### src/include/gpu_macros.svh
`ifndef GPU_MACROS_SVH
`define GPU_MACROS_SVH

// display geometry shrunk for short runs
`define GPU_LINE_PIXELS     32
`define GPU_FIELD_LINES     8
`define GPU_RING_LINES      4
`define GPU_WORDS_PER_LINE  4

// pixel index lives in the low bits of a line memory address
`define GPU_LINE_ADDR_BITS  9
`define GPU_VID_ADDR_W      20
`define GPU_MEM_ADDR_W      24

// word offsets inside the register region
`define GPU_REG_PALETTE     0
`define GPU_REG_FB_ADDR     16
`define GPU_REG_PITCH       17
`define GPU_REG_STATUS      18

`endif

### src/source/gpu_pixel_pkg.sv
package gpu_pixel_pkg;

	// 8 bits each of red, green, blue
	typedef logic [23:0] rgb_t;

	// one framebuffer word, either raw or as eight palette indices;
	// nib[0] sits in bits 3:0 and is the leftmost pixel
	typedef union packed {
		logic [31:0]     raw;
		logic [7:0][3:0] nib;
	} pixel_word_t;

endpackage

### src/source/gpu_reg_pkg.sv
package gpu_reg_pkg;

	// register targets of the CPU register region
	typedef enum logic [2:0] {
		sel_palette,
		sel_fb_addr,
		sel_pitch,
		sel_status,
		sel_none
	} reg_sel_t;

	// address bits 23:20 all zero select the register region
	typedef enum logic {
		region_reg,
		region_mem
	} cpu_region_t;

endpackage

### src/source/bus_interconnect.sv
`timescale 1ns/1ps
`include "gpu_macros.svh"

module bus_interconnect
	import gpu_reg_pkg::*;
(
	input  logic                        clk,
	input  logic                        reset,
	input  logic                        cpu_cyc,
	input  logic                        cpu_stb,
	input  logic                        cpu_we,
	input  logic [24:0]                 cpu_adr,
	input  logic [31:0]                 cpu_dat_w,
	input  logic                        reg_ack,
	input  logic [31:0]                 reg_dat_r,
	input  logic                        dma_cyc,
	input  logic                        dma_stb,
	input  logic [`GPU_MEM_ADDR_W-1:0]  dma_adr,
	input  logic                        mem_ack,
	input  logic [31:0]                 mem_dat_r,
	output logic                        cpu_ack,
	output logic [31:0]                 cpu_dat_r,
	output logic                        reg_stb,
	output logic                        reg_we,
	output logic [17:0]                 reg_adr,
	output logic [31:0]                 reg_dat_w,
	output logic                        dma_ack,
	output logic [31:0]                 dma_dat_r,
	output logic                        mem_cyc,
	output logic                        mem_stb,
	output logic                        mem_we,
	output logic [`GPU_MEM_ADDR_W-1:0]  mem_adr,
	output logic [31:0]                 mem_dat_w
);

	cpu_region_t cpu_region;
	logic        cpu_owns;
	logic        dma_owns;
	logic        cpu_mem_req;
	logic        dma_req;

	assign cpu_region = (cpu_adr[23:20] == 4'h0) ? region_reg : region_mem;
	assign cpu_mem_req = cpu_cyc && cpu_stb && cpu_region == region_mem;
	assign dma_req = dma_cyc && dma_stb;

	// CPU wins when both ask and an owner keeps the bus until its ack
	always_ff @(posedge clk) begin
		if (reset) begin
			cpu_owns <= 1'b0;
			dma_owns <= 1'b0;
		end else if (cpu_owns || dma_owns) begin
			if (mem_ack) begin
				cpu_owns <= 1'b0;
				dma_owns <= 1'b0;
			end
		end else if (cpu_mem_req) begin
			cpu_owns <= 1'b1;
		end else if (dma_req) begin
			dma_owns <= 1'b1;
		end
	end

	assign reg_stb = cpu_cyc && cpu_stb && cpu_region == region_reg;
	assign reg_we = cpu_we;
	assign reg_adr = cpu_adr[19:2];
	assign reg_dat_w = cpu_dat_w;

	assign mem_cyc = (cpu_owns && cpu_cyc) || (dma_owns && dma_cyc);
	assign mem_stb = (cpu_owns && cpu_stb) || (dma_owns && dma_stb);
	assign mem_we = cpu_owns && cpu_we;
	// word address keeps the region bit, so memory starts at 0x040000
	assign mem_adr = cpu_owns ? {1'b0, cpu_adr[24:2]} : dma_adr;
	assign mem_dat_w = cpu_dat_w;

	assign cpu_ack = (cpu_region == region_reg) ? reg_ack : (cpu_owns && mem_ack);
	assign cpu_dat_r = (cpu_region == region_reg) ? reg_dat_r : mem_dat_r;
	assign dma_ack = dma_owns && mem_ack;
	assign dma_dat_r = mem_dat_r;

	// memory acks only a cycle that holds the grant
	ack_has_owner: assert property (@(posedge clk) disable iff (reset)
		mem_ack |-> (cpu_owns || dma_owns));

endmodule

### src/source/fb_dma_reader.sv
`timescale 1ns/1ps
`include "gpu_macros.svh"

module fb_dma_reader
	import gpu_pixel_pkg::*;
(
	input  logic                        clk,
	input  logic                        reset,
	input  logic                        line_start,
	input  logic [`GPU_MEM_ADDR_W-1:0]  line_base,
	input  logic                        word_take,
	input  logic                        dma_ack,
	input  logic [31:0]                 dma_dat_r,
	output logic                        dma_cyc,
	output logic                        dma_stb,
	output logic [`GPU_MEM_ADDR_W-1:0]  dma_adr,
	output logic                        word_valid,
	output pixel_word_t                 word_data
);

	localparam int CNT_W = $clog2(`GPU_WORDS_PER_LINE + 1);

	pixel_word_t      fifo_mem [2];
	logic             wr_ptr;
	logic             rd_ptr;
	logic [1:0]       count;
	logic [CNT_W-1:0] issued;
	logic             push;
	logic             more;

	assign push = dma_cyc && dma_ack;
	// room means one free slot, since at most one read is in flight
	assign more = !dma_cyc && count != 2'd2 && issued < CNT_W'(`GPU_WORDS_PER_LINE);

	always_ff @(posedge clk) begin
		if (reset) begin
			dma_cyc <= 1'b0;
			count <= 2'd0;
			wr_ptr <= 1'b0;
			rd_ptr <= 1'b0;
			issued <= '0;
		end else if (line_start) begin
			// first read of the line goes out right away
			dma_cyc <= 1'b1;
			issued <= CNT_W'(1);
			count <= 2'd0;
			wr_ptr <= 1'b0;
			rd_ptr <= 1'b0;
		end else begin
			count <= count + {1'b0, push} - {1'b0, word_take};
			if (word_take)
				rd_ptr <= !rd_ptr;
			if (push) begin
				dma_cyc <= 1'b0;
				wr_ptr <= !wr_ptr;
			end else if (more) begin
				dma_cyc <= 1'b1;
				issued <= issued + CNT_W'(1);
			end
		end
	end

	always_ff @(posedge clk) begin
		if (line_start)
			dma_adr <= line_base;
		else if (push)
			dma_adr <= dma_adr + 24'd1;
		if (push)
			fifo_mem[wr_ptr] <= dma_dat_r;
	end

	assign dma_stb = dma_cyc;
	assign word_valid = count != 2'd0;
	assign word_data = fifo_mem[rd_ptr];

	take_when_valid: assert property (@(posedge clk) disable iff (reset)
		word_take |-> word_valid);

endmodule

### src/source/gpu_regs.sv
`timescale 1ns/1ps
`include "gpu_macros.svh"

module gpu_regs
	import gpu_reg_pkg::*, gpu_pixel_pkg::*;
(
	input  logic                        clk,
	input  logic                        reset,
	input  logic                        stb,
	input  logic                        we,
	input  logic [17:0]                 adr,
	input  logic [31:0]                 dat_w,
	input  logic [`GPU_VID_ADDR_W-1:0]  curr_vid_addr,
	input  logic [3:0]                  pal_index,
	output logic                        ack,
	output logic [31:0]                 dat_r,
	output logic [`GPU_MEM_ADDR_W-1:0]  fb_addr,
	output logic [16:0]                 pitch,
	output rgb_t                        pal_color
);

	rgb_t        palette [16];
	reg_sel_t    sel;
	logic [3:0]  pal_slot;
	logic [31:0] rd_word;
	logic        take;

	// a strobe is served once, on the clock before ack
	assign take = stb && !ack;
	assign pal_slot = 4'(adr - 18'(`GPU_REG_PALETTE));

	always_comb begin
		if ((adr - 18'(`GPU_REG_PALETTE)) < 18'd16)
			sel = sel_palette;
		else if (adr == 18'(`GPU_REG_FB_ADDR))
			sel = sel_fb_addr;
		else if (adr == 18'(`GPU_REG_PITCH))
			sel = sel_pitch;
		else if (adr == 18'(`GPU_REG_STATUS))
			sel = sel_status;
		else
			sel = sel_none;
	end

	always_comb begin
		case (sel)
			sel_palette: rd_word = {8'h00, palette[pal_slot]};
			sel_fb_addr: rd_word = {8'h00, fb_addr};
			sel_pitch:   rd_word = {15'h0000, pitch};
			// scan position, in the same form the video side counts it
			sel_status:  rd_word = {8'h00, curr_vid_addr, 4'h0};
			default:     rd_word = 32'h0;
		endcase
	end

	always_ff @(posedge clk) begin
		if (reset) begin
			ack <= 1'b0;
			fb_addr <= 24'h040100;
			pitch <= 17'd4;
		end else begin
			ack <= take;
			if (take && we) begin
				case (sel)
					sel_fb_addr: fb_addr <= dat_w[`GPU_MEM_ADDR_W-1:0];
					sel_pitch:   pitch <= dat_w[16:0];
					default:     ;
				endcase
			end
		end
	end

	always_ff @(posedge clk) begin
		if (take) begin
			dat_r <= rd_word;
			if (we && sel == sel_palette)
				palette[pal_slot] <= dat_w[23:0];
		end
	end

	// combinational palette lookup for the renderer
	assign pal_color = palette[pal_index];

	// the bus master holds its strobe until the ack
	stb_held: assert property (@(posedge clk) disable iff (reset) stb && !ack |=> stb);

endmodule

### src/source/gpu_top.sv
`timescale 1ns/1ps
`include "gpu_macros.svh"

module gpu_top
	import gpu_pixel_pkg::*;
(
	input  logic                        clk,
	input  logic                        reset,
	input  logic                        cpu_cyc,
	input  logic                        cpu_stb,
	input  logic                        cpu_we,
	input  logic [24:0]                 cpu_adr,
	input  logic [31:0]                 cpu_dat_w,
	output logic [31:0]                 cpu_dat_r,
	output logic                        cpu_ack,
	output logic                        mem_cyc,
	output logic                        mem_stb,
	output logic                        mem_we,
	output logic [`GPU_MEM_ADDR_W-1:0]  mem_adr,
	output logic [31:0]                 mem_dat_w,
	input  logic [31:0]                 mem_dat_r,
	input  logic                        mem_ack,
	output logic [`GPU_VID_ADDR_W-1:0]  vid_addr,
	output logic [23:0]                 vid_data,
	output logic                        vid_wen,
	input  logic [`GPU_VID_ADDR_W-1:0]  curr_vid_addr,
	input  logic                        next_field
);

	logic                        reg_stb;
	logic                        reg_we;
	logic [17:0]                 reg_adr;
	logic [31:0]                 reg_dat_w;
	logic                        reg_ack;
	logic [31:0]                 reg_dat_r;
	logic                        dma_cyc;
	logic                        dma_stb;
	logic [`GPU_MEM_ADDR_W-1:0]  dma_adr;
	logic                        dma_ack;
	logic [31:0]                 dma_dat_r;
	logic [`GPU_MEM_ADDR_W-1:0]  fb_addr;
	logic [16:0]                 pitch;
	logic [3:0]                  pal_index;
	rgb_t                        pal_color;
	logic                        line_start;
	logic [`GPU_MEM_ADDR_W-1:0]  line_base;
	logic                        word_valid;
	pixel_word_t                 word_data;
	logic                        word_take;

	bus_interconnect bus_i (
		.clk(clk), .reset(reset),
		.cpu_cyc(cpu_cyc), .cpu_stb(cpu_stb), .cpu_we(cpu_we),
		.cpu_adr(cpu_adr), .cpu_dat_w(cpu_dat_w),
		.reg_ack(reg_ack), .reg_dat_r(reg_dat_r),
		.dma_cyc(dma_cyc), .dma_stb(dma_stb), .dma_adr(dma_adr),
		.mem_ack(mem_ack), .mem_dat_r(mem_dat_r),
		.cpu_ack(cpu_ack), .cpu_dat_r(cpu_dat_r),
		.reg_stb(reg_stb), .reg_we(reg_we), .reg_adr(reg_adr), .reg_dat_w(reg_dat_w),
		.dma_ack(dma_ack), .dma_dat_r(dma_dat_r),
		.mem_cyc(mem_cyc), .mem_stb(mem_stb), .mem_we(mem_we),
		.mem_adr(mem_adr), .mem_dat_w(mem_dat_w)
	);

	gpu_regs regs_i (
		.clk(clk), .reset(reset),
		.stb(reg_stb), .we(reg_we), .adr(reg_adr), .dat_w(reg_dat_w),
		.curr_vid_addr(curr_vid_addr), .pal_index(pal_index),
		.ack(reg_ack), .dat_r(reg_dat_r),
		.fb_addr(fb_addr), .pitch(pitch), .pal_color(pal_color)
	);

	fb_dma_reader dma_i (
		.clk(clk), .reset(reset),
		.line_start(line_start), .line_base(line_base), .word_take(word_take),
		.dma_ack(dma_ack), .dma_dat_r(dma_dat_r),
		.dma_cyc(dma_cyc), .dma_stb(dma_stb), .dma_adr(dma_adr),
		.word_valid(word_valid), .word_data(word_data)
	);

	line_renderer render_i (
		.clk(clk), .reset(reset),
		.fb_addr(fb_addr), .pitch(pitch), .pal_color(pal_color),
		.word_valid(word_valid), .word_data(word_data),
		.curr_vid_addr(curr_vid_addr), .next_field(next_field),
		.pal_index(pal_index), .line_start(line_start), .line_base(line_base),
		.word_take(word_take),
		.vid_addr(vid_addr), .vid_data(vid_data), .vid_wen(vid_wen)
	);

endmodule

### src/source/line_renderer.sv
`timescale 1ns/1ps
`include "gpu_macros.svh"

module line_renderer
	import gpu_pixel_pkg::*;
(
	input  logic                        clk,
	input  logic                        reset,
	input  logic [`GPU_MEM_ADDR_W-1:0]  fb_addr,
	input  logic [16:0]                 pitch,
	input  rgb_t                        pal_color,
	input  logic                        word_valid,
	input  pixel_word_t                 word_data,
	input  logic [`GPU_VID_ADDR_W-1:0]  curr_vid_addr,
	input  logic                        next_field,
	output logic [3:0]                  pal_index,
	output logic                        line_start,
	output logic [`GPU_MEM_ADDR_W-1:0]  line_base,
	output logic                        word_take,
	output logic [`GPU_VID_ADDR_W-1:0]  vid_addr,
	output logic [23:0]                 vid_data,
	output logic                        vid_wen
);

	localparam int RING_BITS = $clog2(`GPU_RING_LINES);
	localparam int LINE_W = `GPU_VID_ADDR_W - `GPU_LINE_ADDR_BITS;

	logic [LINE_W-1:0]              wr_line;
	logic [`GPU_LINE_ADDR_BITS-1:0] wr_pixel;
	logic                           line_open;
	logic                           field_done;
	logic                           room;
	logic                           write_px;
	logic                           last_px;

	assign field_done = wr_line == LINE_W'(`GPU_FIELD_LINES);
	// the ring slot under the scan is still being displayed
	assign room = wr_line[RING_BITS-1:0] !=
		curr_vid_addr[`GPU_LINE_ADDR_BITS +: RING_BITS];
	assign write_px = !field_done && room && line_open && word_valid;
	assign last_px = wr_pixel == `GPU_LINE_ADDR_BITS'(`GPU_LINE_PIXELS - 1);

	assign pal_index = word_data.nib[wr_pixel[2:0]];
	// eighth pixel of a word frees it in the DMA buffer
	assign word_take = write_px && wr_pixel[2:0] == 3'd7;

	always_ff @(posedge clk) begin
		if (reset) begin
			// parked past the last line until the first next_field
			wr_line <= LINE_W'(`GPU_FIELD_LINES);
			wr_pixel <= '0;
			line_open <= 1'b0;
			line_start <= 1'b0;
			vid_wen <= 1'b0;
		end else begin
			line_start <= 1'b0;
			vid_wen <= write_px;
			if (field_done) begin
				if (next_field) begin
					wr_line <= '0;
					wr_pixel <= '0;
					line_open <= 1'b0;
				end
			end else if (room && !line_open) begin
				line_start <= 1'b1;
				line_open <= 1'b1;
			end else if (write_px) begin
				if (last_px) begin
					wr_line <= wr_line + LINE_W'(1);
					wr_pixel <= '0;
					line_open <= 1'b0;
				end else begin
					wr_pixel <= wr_pixel + `GPU_LINE_ADDR_BITS'(1);
				end
			end
		end
	end

	always_ff @(posedge clk) begin
		if (field_done && next_field)
			line_base <= fb_addr;
		else if (write_px && last_px)
			line_base <= line_base + 24'(pitch);
		if (write_px) begin
			vid_addr <= {wr_line, wr_pixel};
			vid_data <= pal_color;
		end
	end

	// a landed write never sits in the slot the scan now shows
	ring_guard: assert property (@(posedge clk) disable iff (reset)
		vid_wen |-> vid_addr[`GPU_LINE_ADDR_BITS +: RING_BITS] !=
			curr_vid_addr[`GPU_LINE_ADDR_BITS +: RING_BITS]);

endmodule

### config.mk
export PLATFORM = sky130hd
export DESIGN_NAME = gpu_top
export DESIGN_NICKNAME = d
export VERILOG_FILES = /design/src/source/gpu_pixel_pkg.sv /design/src/source/gpu_reg_pkg.sv /design/src/source/bus_interconnect.sv /design/src/source/fb_dma_reader.sv /design/src/source/gpu_regs.sv /design/src/source/gpu_top.sv /design/src/source/line_renderer.sv
export VERILOG_INCLUDE_DIRS = /design/src /design/src/include
export SDC_FILE = /design/constraint.sdc
export NUM_CORES = 1
export LEC_CHECK = 0
export BUFFER_PORTS_ARGS = -buffer_cell sky130_fd_sc_hd__buf_2
export CORE_MARGIN = 10
export CORE_UTILIZATION = 35
export CTS_CLUSTER_SIZE = 24
export DETAILED_ROUTE_END_ITERATION = 8
export HOLD_SLACK_MARGIN = 0.12
export PLACE_DENSITY = 0.62
export SLEW_MARGIN = 20
export SYNTH_ARGS = -nofsm -noshare
export SYNTH_HDL_FRONTEND = slang
export SYNTH_SLANG_ARGS = --single-unit
### constraint.sdc
create_clock -name clk -period 12.8 [get_ports clk]
set_input_delay 2.56 -clock clk [delete_from_list [all_inputs] [get_ports clk]]
set_output_delay 2.56 -clock clk [all_outputs]
set_load 0.03 [all_outputs]
==> flow_summary.toml, run 1 <==
[detailed_routing]
detail_route.wl_per_cell_um = 25.3
viasPerCell = 5.79
drc = 0
routed_wl_um = 96100
drt_iter0_markers = 2511
firstDrtPassIters = 5
vias = 22000
ant_nets = 0

[sta]
tightest_slew_ns = 1.14
fin_tns_setup_ns = 0
rsz0062_at_grt = "no"
fmax_mhz = 153
final_max_slew_viol_count = 0
skew_ns = 0.0225
fin_crit_sh = 0.512
hold_viol = 0
slew_headroom = 0.241
holdWs_ns = 0.481
timing.final.ws_setup_ns = 6.25
min_period_ns = 6.55
setup_viol = 0

[global_routing]
grt_start_max_net_pins = 193
grt_pass1_vias = 21200
grt_overflow_total = 0
grt_pass1_wl_um = 140000
antenna_found_initial = 6
grt_usage = 0.184

[clock_network]
clock_path_buffers = 3
clock_latency_ns = 0.61
postCtsHoldBufs = 0
cts.clk_slew.worst_paths_ns = 0.06
cts_setup_buffers = 0
root_buffer = "clkbuf_16"
cts_buffers = 69
cts_tree = "done"
ctsResizeCount = 0
cts_max_level = 3
clock_sinks = 640

[logic_synthesis]
ys_types = 67
synth-async-reset-ratio = 0
ys_seq_elements = 640
seq_area_frac_synth = 0.598
synth_area_um2 = 30900
syn_nets = 2595
synth_edf_count = 564
synth-main-ff-cell = "edfxtp_1"
yosysWarnings = 0
syn_avg_cell_area_um2 = 12.6
syn_inst = 2453

[place]
hpwl_um = 60900
io_buffers = 234
gp_congestion = 0.840
place_ws_ns = 6.23

[setup_path]
cpPeakStageDelay_ns = 0.44
path_cells = "buf_2 -> nor4_4 -> buf_4 -> mux2_2 -> buf_2"
cp-end-kind = "output port"
critPathArrivalTime_ns = 3.99
cp.required_ns = 10.24
start_kind = "input port"
crit_type = "in2out"
critPathMostFrequentCell = "buf_2"
slowest_stage = "buf_4"
cp_max_fo = 37

[final_layout]
final_cell_mix = "564 x edfxtp_1, 339 x nand3_1, 232 x buf_2, 224 x o21ai_0, 180 x nand2_1"
areaGrowthSynthToFinish_pct = 13.7
final_common_cell = "edfxtp_1"
n_fill_cell = 8164
drive_above_1_share = 0.231
final_nets = 2722

[power]
ir_drop_mv = 0.0941
p_per_area_nw_per_um2 = 136
cellLeakagePower_nw = 11.7
p_total_mw = 4.77

[status]
status = "finished clean"

[run]
max_cap_viol_count = 0

[floorplan]
dieArea_um2 = 101000
die_w_um = 317
die_y_um = 317
num_rows = 108
core_um2 = 87200
start_util = 0.354
ioPinCount = 253

[min_path]
hold_path_class = "reg2reg"
-- where the power goes --
| part | leakage (nW) | internal (mW) | switching, mW | total, mW |
|---|---|---|---|---|
| combinational | 4.86 | 0.162 | 0.328 | 0.490 |
| clock | 1.08 | 1.12 | 0.831 | 1.95 |
| sequential | 5.77 | 2.30 | 0.0227 | 2.32 |
| total | 11.7 | 3.59 | 1.18 | 4.77 |
-- cells in the mapped netlist (all sizes together), types with 10 or more instances --
library cell	n	share of area
edfxtp	564	0.55
nand3	340	0.055
o21ai	270	0.044
nand2	180	0.022
mux4	136	0.099
a21oi	125	0.020
clkbuf	115	0.014
buf	113	0.022
nor2	93	0.011
dfxtp	76	0.049
a31oi	57	0.012
mux2	50	0.018
xor2	39	0.011
inv	38	0.0046
ha	25	0.010
a32oi	24	0.0068
nor2b	20	0.0042
nor3	20	0.0036
mux2i	19	0.0062
xnor2	19	0.0054
o22ai	14	0.0028
a22oi	13	0.0033
and3	12	0.0024
nor4	10	0.0032
-- state kept, by name (all words and copies together), names as in the netlist, 2 cells and up, named ones only --
name and flops:
regs_i.fb_addr 24, render_i.vid_data 24, dma_i.dma_adr 24, regs_i.palette 384, render_i.vid_addr 20, regs_i.pitch 17
render_i.wr_line 11, dma_i.count 2, dma_i.fifo_mem 64, render_i.wr_pixel 9, dma_i.issued 3, regs_i.dat_r 24
render_i.line_base 24
-- routing by layer --
layer / wire (µm) / GRT usage
met5: 0 / 0
met4: 3200 / 0.0709
met3: 9060 / 0.0352
met2: 45300 / 0.295
met1: 38500 / 0.246
-- per-stage QoR --
step                utilization  area [µm²]  cells
finish                    0.403       35100   3795
global route              0.403       35100   3791
CTS                       0.403       35100   3791
detailed placement        0.378       32900   3664
global placement          0.378       32900   3664
floorplan                     -       30900   2453
-- area by class of cell --
type                    count  area (µm²)  share of cell area
diodes                      4        10.0            0.000285
clock buffers              92        1930              0.0549
clock inverters            35         269             0.00766
inverters                  38         143             0.00406
multi-input cells        1547       11300               0.322
flip-flops and latches    640       18500               0.526
well taps                1155        1450              0.0411
repair buffers            284        1570              0.0446
-- worst max-delay path, delay by kind of cell --
family | cells | cell delay [ns]
simple gates | 1 | 0.25
buf+inv | 3 | 0.74
mux | 1 | 0.41
-- cell families (layout without fill, tap and decap cells) --
| group | count (synthesis) | count (layout) | synth area share |
|---|---|---|---|
| xor gates and xnor gates | 58 | 58 | 0.0165 |
| and+or+nand+nor | 716 | 716 | 0.112 |
| buffers and inverters | 266 | 449 | 0.0403 |
| adders and majority gates | 26 | 26 | 0.0108 |
| other | 0 | 4 | 0 |
| DFF | 640 | 640 | 0.598 |
| muxes | 205 | 205 | 0.124 |
| AOI/OAI and AO/OA | 542 | 542 | 0.0993 |
-- final timing paths --
check / start / end / cells after the start / slack [ns]
setup / recovery: cpu_adr[23] / cpu_dat_r[5] / 5 / 6.25
setup reg to reg: render_i.wr_pixel[2] / render_i.vid_data[3] / 9 / 8.43
hold / removal: dma_i.issued[2] / dma_i.issued[2] / 2 / 0.48
hold reg to reg: dma_i.issued[2] / dma_i.issued[2] / 2 / 0.48
Power figures use the tool's default switching activity.
==> run 2, diff against run 1 <==
Settings changed: ABC_AREA set to 1, PLACE_DENSITY 0.62 to 0.64.
Clock period 12.8 ns to 5.6 ns, I/O delays scaled along.
==> flow_summary.toml, run 2 <==
[detailed_routing]
ant_nets = 0
vias = 26400
viasPerCell = 5.44
drt_iter0_markers = 2944
routed.top_layer = "met5"
dr_wl_met2_um = 52700
firstDrtPassIters = 6
drc = 0
met3WireLength_um = 9690
wl_met1_um = 40200
detail_route.wl_per_cell_um = 22.6
routed_wl_um = 110000

[clock_network]
root_buffer = "clkbuf_16"
ctsResizeCount = 0
postCtsHoldBufs = 0
clock_sinks = 640
clock_latency_ns = 0.63
cts_setup_buffers = 0
cts_tree = "done"
cts_buffers = 71
cts_max_level = 3
cts.clk_slew.worst_paths_ns = 0.06
clock_path_buffers = 3

[setup_path]
cp_max_fo = 29
cpPeakStageDelay_ns = 0.70
reg2reg_depth = 10
crit_type = "in2out"
cp.required_ns = 4.48
slowest_stage = "clkinv_1"
r2r_slack_ns = 1.74
cp-end-kind = "output port"
crit_family = "buffers and inverters"
timing.rr.end = "render_i.vid_data[19]"
path_cells = "buf_2 -> nor2_1 -> nand2_1 -> clkinv_1 -> buf_4 -> nor2_1 -> buf_2"
start_kind = "input port"
critPathArrivalTime_ns = 2.94
path_buf_inv = 4
crit-reg2reg-launch = "render_i.wr_pixel[0]"

[sta]
slew_headroom = 0.243
tightest_slew_ns = 1.13
fmax_mhz = 246
rsz0062_at_grt = "no"
setup_viol = 0
skew_ns = 0.0303
min_period_ns = 4.06
hold_viol = 0
fin_tns_setup_ns = 0
fin_crit_sh = 0.725
final_max_slew_viol_count = 0

[logic_synthesis]
syn_nets = 3622
yosysWarnings = 0
synth_top_family_by_area = "simple AND/OR/NAND/NOR gates"
ys_types = 47
syn_inst = 3480
synth-main-ff-cell = "edfxtp_1"
ys_seq_elements = 640
synth_top_cell_area_share = 0.529
synth_edf_count = 564
yosys-top-cells-area = "edfxtp_1 53%, nand2_1 9.7%, nand3_1 8.3%, dfxtp_1 4.7%, inv_1 4.7%"
yosysTopAreaCell = "edfxtp_1"
seq_area_frac_synth = 0.576
synth_area_um2 = 32000
synth-async-reset-ratio = 0
syn_avg_cell_area_um2 = 9.21
yosys.area_share.adder = 0.0104
yosysMostFrequentCell = "nand2_1"
yosys.area_share.simple = 0.234
synth_xor_area_frac = 0.00875
synth_compound_area_frac = 0.0856
muxShareOfSynthArea = 0
ys_top_cells_by_count = "826 x nand2_1, 564 x edfxtp_1, 534 x nand3_1"

[place]
dpl_cell_area_um2 = 34200
hpwl_um = 70300
io_buffers = 234
gp_congestion = 0.911

[status]
status = "finished clean"

[global_routing]
grt_pass1_wl_um = 160000
antenna_found_initial = 20
grt_overflow_total = 0
grt_usage = 0.204
grt_start_max_net_pins = 193
grt_pass1_vias = 25100

[min_path]
hold_path_class = "reg2reg"
holdCritStartpoint = "dma_i.issued[2]"
hold_end = "dma_i.issued[2]"
min_path_cells = 2

[final_layout]
final_nets = 3764
final_cell_mix = "821 x nand2_1, 564 x edfxtp_1, 532 x nand3_1, 397 x inv_1, 234 x buf_2"
n_fill_cell = 8858
areaGrowthSynthToFinish_pct = 13.5
top_register = "regs_i.palette"
drive_above_1_share = 0.120
final_area_um2 = 36400
final_common_cell = "nand2_1"
regArea_um2 = 18500
largest_reg_flops = 384
reg_top3 = "regs_i.palette (384), dma_i.fifo_mem (64)"
multiInputGateArea_um2 = 11000
post-route-util = 0.402

[floorplan]
num_rows = 110
dieArea_um2 = 104000
core_um2 = 90400
die_w_um = 323
die_y_um = 323
ioPinCount = 253
start_util = 0.354

[power]
p_per_area_nw_per_um2 = 295
ir_drop_mv = 0.209
cellLeakagePower_nw = 14.6
p_total_mw = 10.7

[run]
max_cap_viol_count = 0
[run 2: changes by cell type after synthesis, moves of 45 or more]
cell / delta
o21ai_0: -75
o22ai_1: +103
mux4_2: -136
nor2_1: +82
nand2_1: +646
o21ai_1: -45
mux2_2: -49
a31oi_1: -52
inv_1: +362
nand3_1: +194
nand3b_1: +63
[run 2: worst max-delay path by stage]
stage	slack, ns	endpoint	cells after the start	startpoint
4_1_cts	1.55	cpu_dat_r[28]	7	cpu_adr[23]
5_1_grt	1.44	cpu_dat_r[28]	7	cpu_adr[23]
3_5_place_dp	1.39	regs_i.dat_r[10]	12	cpu_adr[2]
2_1_floorplan	0.28	regs_i.palette[11][0]	7	cpu_adr[23]
3_3_place_gp	1.43	regs_i.dat_r[11]	12	cpu_adr[2]
6_report	1.54	cpu_dat_r[28]	7	cpu_adr[23]
[run 2: report_power, final]
part           switching [mW]  total [mW]  internal [mW]
combinational           0.731       0.993          0.261
clock                    1.93        4.40           2.47
sequential             0.0596        5.34           5.28
[run 2: layer usage]
metal  global-route usage  vias to the layer above
li1                     -                    12300
met1                0.240                    12500
met2                0.342                     1349
met3               0.0407                      343
met4                0.126                       22
met5                    0                        -
[run 2: worst register-to-register path, cell delays in order (launching register included)]
cell and delay (ns):
dfxtp_1 0.93, inv_2 0.40, nand3_1 0.20, nand3_1 0.17, nand3_4 0.15, buf_12 0.61
nand3b_1 0.49, nand3_1 0.16, nand3_1 0.10, nand3_1 0.11, nand2_1 0.20
[run 2: area by class of cell]
class	instances	share of cell area
inverters	408	0.0422
well taps	1176	0.0405
multi-input cells	2204	0.303
flip-flops and latches	640	0.508
clock inverters	40	0.00754
repair buffers	297	0.0473
diodes	8	0.000551
clock buffers	86	0.0513
[run 2: per-stage QoR]
stage / hold slack (ns) / setup WS, ns / cells
3_5_place_dp: 0.447 / 1.39 / 4725
4_1_cts: 0.457 / 1.55 / 4851
2_1_floorplan: 0.426 / 0.282 / 3480
6_report: 0.458 / 1.54 / 4859
3_3_place_gp: 0.446 / 1.43 / 4725
5_1_grt: 0.494 / 1.44 / 4856
[run 2: kinds of logic after synthesis]
logic type,after synthesis
AOI/OAI and AO/OA,454
xor gates and xnor gates,32
buffers and inverters,636
DFF,640
and+or+nand+nor,1692
adders and majority gates,26
